<file path="src/logic/ilk_rx_pkg.sv">
package ilk_rx_pkg;

   localparam int WORDS      = 4;   // 64-bit words per segment
   localparam int LOG_WORDS  = 3;   // width of the word count field
   localparam int FIFO_DEPTH = 4;
   localparam int FIFO_PTR_W = $clog2(FIFO_DEPTH);
   localparam int CNT_W      = 16;

   typedef logic [WORDS*64-1:0]   seg_data_t;
   typedef logic [LOG_WORDS-1:0]  num_valid_t;
   typedef logic [3:0]            eopbits_t;    // interlaken eop code
   typedef logic [4:0]            empty_t;      // unused bytes in the last beat
   typedef logic [CNT_W-1:0]      cnt_t;
   typedef logic [7:0]            apb_addr_t;
   typedef logic [31:0]           apb_data_t;
   typedef logic [FIFO_PTR_W-1:0] fifo_ptr_t;

   // status register map
   localparam apb_addr_t REG_PKT   = 8'h00;
   localparam apb_addr_t REG_ERR   = 8'h04;
   localparam apb_addr_t REG_DROP  = 8'h08;
   localparam apb_addr_t REG_FRAME = 8'h0C;
   localparam apb_addr_t REG_CTRL  = 8'h10;  // bit 0 clears all counters

   // beat buffer occupancy
   typedef enum logic [1:0] {
      EMPTY,
      PARTIAL,
      FULL
   } fifo_state_t;

endpackage

</file>
<file path="src/logic/avl_beat_if.sv">
`timescale 1ns/1ps

// one decoded avalon-st beat, no ready since the interlaken side never stalls
interface avl_beat_if;

   import ilk_rx_pkg::*;

   seg_data_t data;
   logic      sop;
   logic      eop;
   empty_t    empty;
   logic      error;
   logic      valid;

   modport source (
      output data, sop, eop, empty, error, valid
   );

   modport sink (
      input  data, sop, eop, empty, error, valid
   );

endinterface

</file>
<file path="src/logic/ilk_to_avalon_adapter.sv">
`timescale 1ns/1ps

module ilk_to_avalon_adapter (
   input  logic                   ilk_valid,
   input  ilk_rx_pkg::seg_data_t  ilk_data,
   input  ilk_rx_pkg::num_valid_t ilk_num_valid,  // words carried this cycle
   input  logic                   ilk_sop,
   input  ilk_rx_pkg::eopbits_t   ilk_eopbits,    // eop, empty and error packed here
   avl_beat_if.source             beat
);

   import ilk_rx_pkg::*;

   logic       seg_ok;
   num_valid_t word_gap;    // idle words at the end of the segment
   empty_t     base_empty;
   logic [5:0] empty_wide;  // spare bit so an overflow shows up

   assign seg_ok     = ilk_valid && (ilk_num_valid != '0)
                       && (ilk_num_valid <= num_valid_t'(WORDS));
   assign word_gap   = num_valid_t'(WORDS) - ilk_num_valid;
   assign base_empty = empty_t'({word_gap, 3'b000});  // 8 bytes per idle word

   always_comb begin
      beat.valid = 1'b0;
      beat.data  = '0;
      beat.sop   = 1'b0;
      beat.eop   = 1'b0;
      beat.error = 1'b0;
      empty_wide = '0;

      if (seg_ok) begin
         beat.valid = 1'b1;
         beat.data  = ilk_data;
         beat.sop   = ilk_sop;

         if (ilk_eopbits == 4'b0000) begin
            empty_wide = {1'b0, base_empty};  // mid-packet segment
         end else if (ilk_eopbits == 4'b1000) begin
            beat.eop   = 1'b1;
            empty_wide = {1'b0, base_empty};  // last word fully used
         end else if (ilk_eopbits[3]) begin
            // k valid bytes in the last word
            beat.eop   = 1'b1;
            empty_wide = {1'b0, base_empty} + 6'd8 - {3'b000, ilk_eopbits[2:0]};
         end else begin
            beat.eop   = 1'b1;  // 0001 and the unused codes
            beat.error = 1'b1;
         end
      end

      beat.empty = empty_wide[4:0];
   end

   // the computed byte count must fit the avalon empty field
   always_comb begin
      if (beat.valid) begin
         assert final (empty_wide <= 6'd31)
            else $error("adapter empty out of range: %0d", empty_wide);
         assert final (!beat.error || beat.eop)
            else $error("adapter error flagged without eop");
      end
   end

endmodule

</file>
<file path="src/logic/avl_out_fifo.sv">
`timescale 1ns/1ps

module avl_out_fifo (
   input  logic                  clk,
   input  logic                  rst_n,
   avl_beat_if.sink              beat,
   output ilk_rx_pkg::seg_data_t avl_data,
   output logic                  avl_sop,
   output logic                  avl_eop,
   output logic                  avl_error,
   output ilk_rx_pkg::empty_t    avl_empty,
   output logic                  avl_valid,
   input  logic                  avl_ready,
   output logic                  drop
);

   import ilk_rx_pkg::*;

   seg_data_t   data_mem  [FIFO_DEPTH];
   logic        sop_mem   [FIFO_DEPTH];
   logic        eop_mem   [FIFO_DEPTH];
   logic        error_mem [FIFO_DEPTH];
   empty_t      empty_mem [FIFO_DEPTH];

   fifo_ptr_t   wr_ptr;
   fifo_ptr_t   rd_ptr;
   fifo_ptr_t   wr_ptr_nxt;
   fifo_ptr_t   rd_ptr_nxt;
   fifo_state_t state;
   logic        push;
   logic        pop;

   assign pop  = avl_valid && avl_ready;
   assign push = beat.valid && ((state != FULL) || pop);  // same-cycle pop frees a slot

   assign wr_ptr_nxt = (wr_ptr == fifo_ptr_t'(FIFO_DEPTH - 1)) ? '0 : wr_ptr + 1'b1;
   assign rd_ptr_nxt = (rd_ptr == fifo_ptr_t'(FIFO_DEPTH - 1)) ? '0 : rd_ptr + 1'b1;

   always_ff @(posedge clk) begin
      if (!rst_n) begin
         state  <= EMPTY;
         wr_ptr <= '0;
         rd_ptr <= '0;
         drop   <= 1'b0;
      end else begin
         drop <= beat.valid && !push;  // beat arrived with no room
         if (push) begin
            wr_ptr <= wr_ptr_nxt;
         end
         if (pop) begin
            rd_ptr <= rd_ptr_nxt;
         end
         case ({push, pop})
            2'b10:   state <= (wr_ptr_nxt == rd_ptr) ? FULL : PARTIAL;
            2'b01:   state <= (rd_ptr_nxt == wr_ptr) ? EMPTY : PARTIAL;
            default: state <= state;  // idle, or push and pop together
         endcase
      end
   end

   always_ff @(posedge clk) begin
      if (push) begin
         data_mem[wr_ptr]  <= beat.data;
         sop_mem[wr_ptr]   <= beat.sop;
         eop_mem[wr_ptr]   <= beat.eop;
         error_mem[wr_ptr] <= beat.error;
         empty_mem[wr_ptr] <= beat.empty;
      end
   end

   // head of the queue drives the avalon side
   assign avl_valid = (state != EMPTY);
   assign avl_data  = data_mem[rd_ptr];
   assign avl_sop   = sop_mem[rd_ptr];
   assign avl_eop   = eop_mem[rd_ptr];
   assign avl_error = error_mem[rd_ptr];
   assign avl_empty = empty_mem[rd_ptr];

   // equal pointers only when empty or full, so occupancy stays within FIFO_DEPTH
   assert property (@(posedge clk) disable iff (!rst_n)
      (wr_ptr == rd_ptr) == (state != PARTIAL));

   // a stalled beat holds until the sink takes it
   assert property (@(posedge clk) disable iff (!rst_n)
      (avl_valid && !avl_ready) |=> avl_valid && $stable(avl_data) && $stable(avl_sop)
         && $stable(avl_eop) && $stable(avl_error) && $stable(avl_empty));

endmodule

</file>
<file path="src/logic/ilk_rx_stats.sv">
`timescale 1ns/1ps

module ilk_rx_stats (
   input  logic                  clk,
   input  logic                  rst_n,
   input  logic                  beat_valid,
   input  logic                  beat_ready,
   input  logic                  beat_sop,
   input  logic                  beat_eop,
   input  logic                  beat_error,
   input  logic                  drop,        // one pulse per lost beat
   input  logic                  psel,
   input  logic                  penable,
   input  logic                  pwrite,
   input  ilk_rx_pkg::apb_addr_t paddr,
   input  ilk_rx_pkg::apb_data_t pwdata,
   output ilk_rx_pkg::apb_data_t prdata,
   output logic                  pready,
   output logic                  pslverr
);

   import ilk_rx_pkg::*;

   logic beat_fire;
   logic pkt_open;    // sop seen and eop not yet
   logic frame_err;
   logic access;
   logic addr_hit;
   logic clear;
   cnt_t pkt_cnt;
   cnt_t err_cnt;
   cnt_t drop_cnt;
   cnt_t frame_cnt;

   // counters stick at all ones
   function automatic cnt_t sat_inc(input cnt_t cnt, input logic inc);
      if (inc && (cnt != '1)) begin
         return cnt + 1'b1;
      end
      return cnt;
   endfunction

   assign beat_fire = beat_valid && beat_ready;
   assign frame_err = beat_fire && (beat_sop == pkt_open);  // double sop or missing sop

   assign access = psel && penable;
   assign clear  = access && pwrite && (paddr == REG_CTRL) && pwdata[0];

   always_ff @(posedge clk) begin
      if (!rst_n) begin
         pkt_open  <= 1'b0;
         pkt_cnt   <= '0;
         err_cnt   <= '0;
         drop_cnt  <= '0;
         frame_cnt <= '0;
      end else begin
         if (beat_fire) begin
            pkt_open <= !beat_eop;
         end
         if (clear) begin
            pkt_cnt   <= '0;
            err_cnt   <= '0;
            drop_cnt  <= '0;
            frame_cnt <= '0;
         end else begin
            pkt_cnt   <= sat_inc(pkt_cnt, beat_fire && beat_eop);
            err_cnt   <= sat_inc(err_cnt, beat_fire && beat_eop && beat_error);
            drop_cnt  <= sat_inc(drop_cnt, drop);
            frame_cnt <= sat_inc(frame_cnt, frame_err);
         end
      end
   end

   always_comb begin
      addr_hit = 1'b1;
      prdata   = '0;
      case (paddr)
         REG_PKT:   prdata = apb_data_t'(pkt_cnt);
         REG_ERR:   prdata = apb_data_t'(err_cnt);
         REG_DROP:  prdata = apb_data_t'(drop_cnt);
         REG_FRAME: prdata = apb_data_t'(frame_cnt);
         REG_CTRL:  prdata = '0;  // clear bit is self-clearing
         default:   addr_hit = 1'b0;
      endcase
   end

   assign pready  = 1'b1;  // no wait states
   assign pslverr = access && (!addr_hit || (pwrite && (paddr != REG_CTRL)));

   assert property (@(posedge clk) disable iff (!rst_n)
      pslverr |-> psel && penable);

endmodule

</file>
<file path="src/logic/ilk_rx_top.sv">
`timescale 1ns/1ps

module ilk_rx_top (
   input  logic                   clk,
   input  logic                   rst_n,
   // interlaken receive segments
   input  logic                   ilk_valid,
   input  ilk_rx_pkg::seg_data_t  ilk_data,
   input  ilk_rx_pkg::num_valid_t ilk_num_valid,
   input  logic                   ilk_sop,
   input  ilk_rx_pkg::eopbits_t   ilk_eopbits,
   // avalon-st source
   output ilk_rx_pkg::seg_data_t  avl_data,
   output logic                   avl_sop,
   output logic                   avl_eop,
   output ilk_rx_pkg::empty_t     avl_empty,
   output logic                   avl_error,
   output logic                   avl_valid,
   input  logic                   avl_ready,
   // apb status port
   input  logic                   psel,
   input  logic                   penable,
   input  logic                   pwrite,
   input  ilk_rx_pkg::apb_addr_t  paddr,
   input  ilk_rx_pkg::apb_data_t  pwdata,
   output ilk_rx_pkg::apb_data_t  prdata,
   output logic                   pready,
   output logic                   pslverr
);

   logic drop;  // buffer overflow pulse

   avl_beat_if beat_if ();

   ilk_to_avalon_adapter adapter_i (
      .ilk_valid     (ilk_valid),
      .ilk_data      (ilk_data),
      .ilk_num_valid (ilk_num_valid),
      .ilk_sop       (ilk_sop),
      .ilk_eopbits   (ilk_eopbits),
      .beat          (beat_if.source)
   );

   avl_out_fifo fifo_i (
      .clk       (clk),
      .rst_n     (rst_n),
      .beat      (beat_if.sink),
      .avl_data  (avl_data),
      .avl_sop   (avl_sop),
      .avl_eop   (avl_eop),
      .avl_error (avl_error),
      .avl_empty (avl_empty),
      .avl_valid (avl_valid),
      .avl_ready (avl_ready),
      .drop      (drop)
   );

   // taps the outgoing beat
   ilk_rx_stats stats_i (
      .clk        (clk),
      .rst_n      (rst_n),
      .beat_valid (avl_valid),
      .beat_ready (avl_ready),
      .beat_sop   (avl_sop),
      .beat_eop   (avl_eop),
      .beat_error (avl_error),
      .drop       (drop),
      .psel       (psel),
      .penable    (penable),
      .pwrite     (pwrite),
      .paddr      (paddr),
      .pwdata     (pwdata),
      .prdata     (prdata),
      .pready     (pready),
      .pslverr    (pslverr)
   );

endmodule

</file>
<file path="config.mk">
export PLATFORM = sky130hd
export DESIGN_NAME = ilk_rx_top
export DESIGN_NICKNAME = d
export VERILOG_FILES = /design/src/logic/ilk_rx_pkg.sv /design/src/logic/avl_beat_if.sv /design/src/logic/ilk_to_avalon_adapter.sv /design/src/logic/avl_out_fifo.sv /design/src/logic/ilk_rx_stats.sv /design/src/logic/ilk_rx_top.sv
export SDC_FILE = /design/constraint.sdc
export NUM_CORES = 1
export LEC_CHECK = 0
export BUFFER_PORTS_ARGS = -buffer_cell sky130_fd_sc_hd__buf_2
export CAP_MARGIN = 10
export CORE_UTILIZATION = 35
export DETAILED_ROUTE_END_ITERATION = 6
export GPL_ROUTABILITY_DRIVEN = 0
export HOLD_SLACK_MARGIN = 0.06
export SYNTH_ARGS = -nofsm -noshare
export SYNTH_HDL_FRONTEND = slang
export SYNTH_SLANG_ARGS = --single-unit
</file>
<file path="constraint.sdc">
create_clock -name clk -period 11.4 [get_ports clk]
set_input_delay 2.85 -clock clk [delete_from_list [all_inputs] [get_ports clk]]
set_output_delay 2.85 -clock clk [all_outputs]
set_load 0.005 [all_outputs]
</file>
==> flow_metrics.env <==
export IMPL_status="finished clean"
export IMPL_busiest_layer="met2"
export IMPL_finalNonFillerCells=4521
export IMPL_cts_root_buf="clkbuf_16"
export IMPL_slowest_delay_ps=650
export IMPL_met1_usage=0.194
export IMPL_end_kind="primary output"
export IMPL_post_cts_resized=0
export IMPL_mostFrequentLayoutCells="edfxtp_1, buf_2, mux4_2"
export IMPL_clk_pin_slew_ps=60
export IMPL_synth_edf_count=1056
export IMPL_placed_area_um2=48800
export IMPL_synth_top_area_frac=0.717
export IMPL_worstPathCellList="buf_2, or4_1, or3_1, nor2b_1, buf_2"
export IMPL_crit_fanout=16
export IMPL_worst_path_buf_inv=2
export IMPL_synth_seq_cells=1130
export IMPL_finalMaxSlewViolations=0
export IMPL_drcViolationCount=0
export IMPL_syn_area_um2=44200
export IMPL_cpMaxStageDelayCell="or4_1"
export IMPL_worstSetupPathType="input pin to primary output"
export IMPL_clk_latency_ps=730
export IMPL_fp_dieArea_um2=128000
export IMPL_vdd_ir_drop_max_v=0.000163
export IMPL_vias=22800
export IMPL_finalPower_w=0.00919
export IMPL_hold_class="flip-flop to flip-flop"
export IMPL_drive_gt1_frac=0.364
export IMPL_yosys_area_top_type="edfxtp_1"
export IMPL_row_count=130
export IMPL_worst_ep_arrival_time_ps=4520
export IMPL_start_util=0.353
export IMPL_port_buffers=561
export IMPL_setup_tns_ps=0
export IMPL_period_share=0.647
export IMPL_cp_required_ps=8550
export IMPL_path_common_cell="buf_2"
export IMPL_maxCapViolCount=0
export IMPL_drtPass1Iterations=5
export IMPL_final_common_cell="edfxtp_1"
export IMPL_cts_htree_levels=3
export IMPL_drtIter0Drc=1808
export IMPL_synth_area_leaders="edfxtp_1, mux4_2, and3_1"
export IMPL_post_cts_buffers=0
export IMPL_slew_headroom=0.143
export IMPL_avgSynthCellArea_um2=20.1
export IMPL_dp_cells=4294
export IMPL_io_pins=610
export IMPL_ys_flop_type="edfxtp_1"
export IMPL_cts_made_buffers=118
export IMPL_hold_buffers=0
export IMPL_postRouteAntennaNets=0
export IMPL_synth_cell_types=51
export IMPL_core_um2=125000
export IMPL_worst_pin_slew_ps=1280
export IMPL_die_x_um=357
export IMPL_period_needed_ps=7370
export IMPL_areaGrowthSynthToFinish_pct=18.8
export IMPL_synth_seq_area_share=0.751
export IMPL_use_met3=0.0514
export IMPL_netlist_instances=2195
export IMPL_ys_warn_count=0
export IMPL_cts_tree="yes"
export IMPL_worst_hold_slack_ps=505
export IMPL_cp_start_kind="input pin"
export IMPL_powerDensity_nw_per_um2=175
export IMPL_cts_sinks=1130
export IMPL_rsz0062_at_grt="false"
export IMPL_finalNetCount=3089
export IMPL_wirelength_um=102000
export IMPL_max_freq_mhz=136
export IMPL_hold_violations=0
export IMPL_fin_area_um2=52500
export IMPL_wire_per_inst_um=22.6
export IMPL_antenna_found_initial=26
export IMPL_grt_max_degree=130
export IMPL_setup_viol=0
export IMPL_overflow=0
export IMPL_cp_top_family="simple AND/OR/NAND/NOR gates"
export IMPL_grt_pass1_vias=22900
export IMPL_grt_pass1_wl_um=149000
export IMPL_chipHeight_um=357
export IMPL_met2_usage=0.258
export IMPL_async_flop_share=0
export IMPL_vias_per_cell=5.05
export IMPL_p_leak_nw=18.5
export IMPL_grt_usage=0.156
export IMPL_clock_path_buffers=3
export IMPL_fin_skew_ps=41.2
export IMPL_detailed_place_hpwl_um=60200
## area by class of cell
class,instances,area [um2]
Antenna cell,9,22.5
Clock buffer,147,3080
Clock inverter,70,586
Fill cell,11100,72900
Inverter,14,52.6
Multi-Input combinational cell,914,10400
Sequential cell,1130,33200
Tap cell,1650,2060
Timing Repair Buffer,587,3160
## cells by family (layout without fill, tap and decap cells)
kind of cell | Yosys count | count (layout) | synth area share
AND/OR/NAND/NOR | 492 | 492 | 0.0653
AO/OA/AOI/OAI | 54 | 54 | 0.00866
buffers and inverters | 166 | 818 | 0.0169
XOR/XNOR | 52 | 52 | 0.0107
other | 2 | 26 | 0.000170
flip-flops | 1130 | 1130 | 0.751
adder cells (fa/ha/maj) | 13 | 13 | 0.00368
multiplexers | 286 | 286 | 0.144
## layer usage
layer	wire (um)	part of all wire
met1	41000	0.40
met2	51100	0.50
met3	7440	0.073
met4	2610	0.026
met5	176	0.0017
## synthesized netlist by cell type, types with 5 or more instances
cell / instances
clkbuf_1: 95
mux4_2: 280
o21ai_0: 13
xor2_1: 17
nor3_1: 11
nor4_1: 17
and4_1: 9
dfxtp_1: 74
and3_1: 275
mux2i_1: 6
xnor2_1: 34
or3_1: 5
buf_4: 19
ha_1: 13
nand3_1: 24
nand2_1: 28
nor2_1: 59
a21oi_1: 14
buf_2: 35
inv_1: 14
nand4_1: 20
edfxtp_1: 1056
a211oi_1: 5
and2_1: 7
nor2b_1: 21
## path summary, 6_finish.rpt
path                                      from                                end  slack (ps)  cells after the start
setup / recovery                      paddr[1]                          prdata[4]        4030                      5
hold / removal    fifo_i.state[0]$_SDFFE_PN0P_       fifo_i.state[0]$_SDFFE_PN0P_         500                      2
hold reg to reg   fifo_i.state[0]$_SDFFE_PN0P_       fifo_i.state[0]$_SDFFE_PN0P_         500                      2
setup reg to reg  fifo_i.state[1]$_SDFFE_PN0P_  fifo_i.data_mem[3][182]$_DFFE_PP_        8490                      4
## sequential cells by signal, summed over array words and instances, names as in the netlist, 16 cells and up, named ones only
| signal | cells |
|---|---|
| stats_i.frame_cnt | 16 |
| stats_i.drop_cnt | 16 |
| fifo_i.empty_mem | 20 |
| fifo_i.data_mem | 1024 |
| stats_i.err_cnt | 16 |
| stats_i.pkt_cnt | 16 |
## power breakdown
part / internal (W) / switching, W
Sequential: 0.00466 / 0.0000286
Combinational: 0.000380 / 0.000458
Clock: 0.00207 / 0.00159
Total: 0.00711 / 0.00207
## worst min-delay path, delay by kind of cell (launching register included)
kind / cells / cell delay, ps
simple gates: 1 / 70
compound gates: 1 / 60
flops: 1 / 330
## through the flow
step | setup slack, ps | util
floorplan | 778 | -
global placement | 4030 | 0.389
detailed placement | 4010 | 0.389
CTS | 4000 | 0.419
global route | 3900 | 0.419
finish | 4030 | 0.419
No activity file was read; power rests on OpenSTA's default activity.
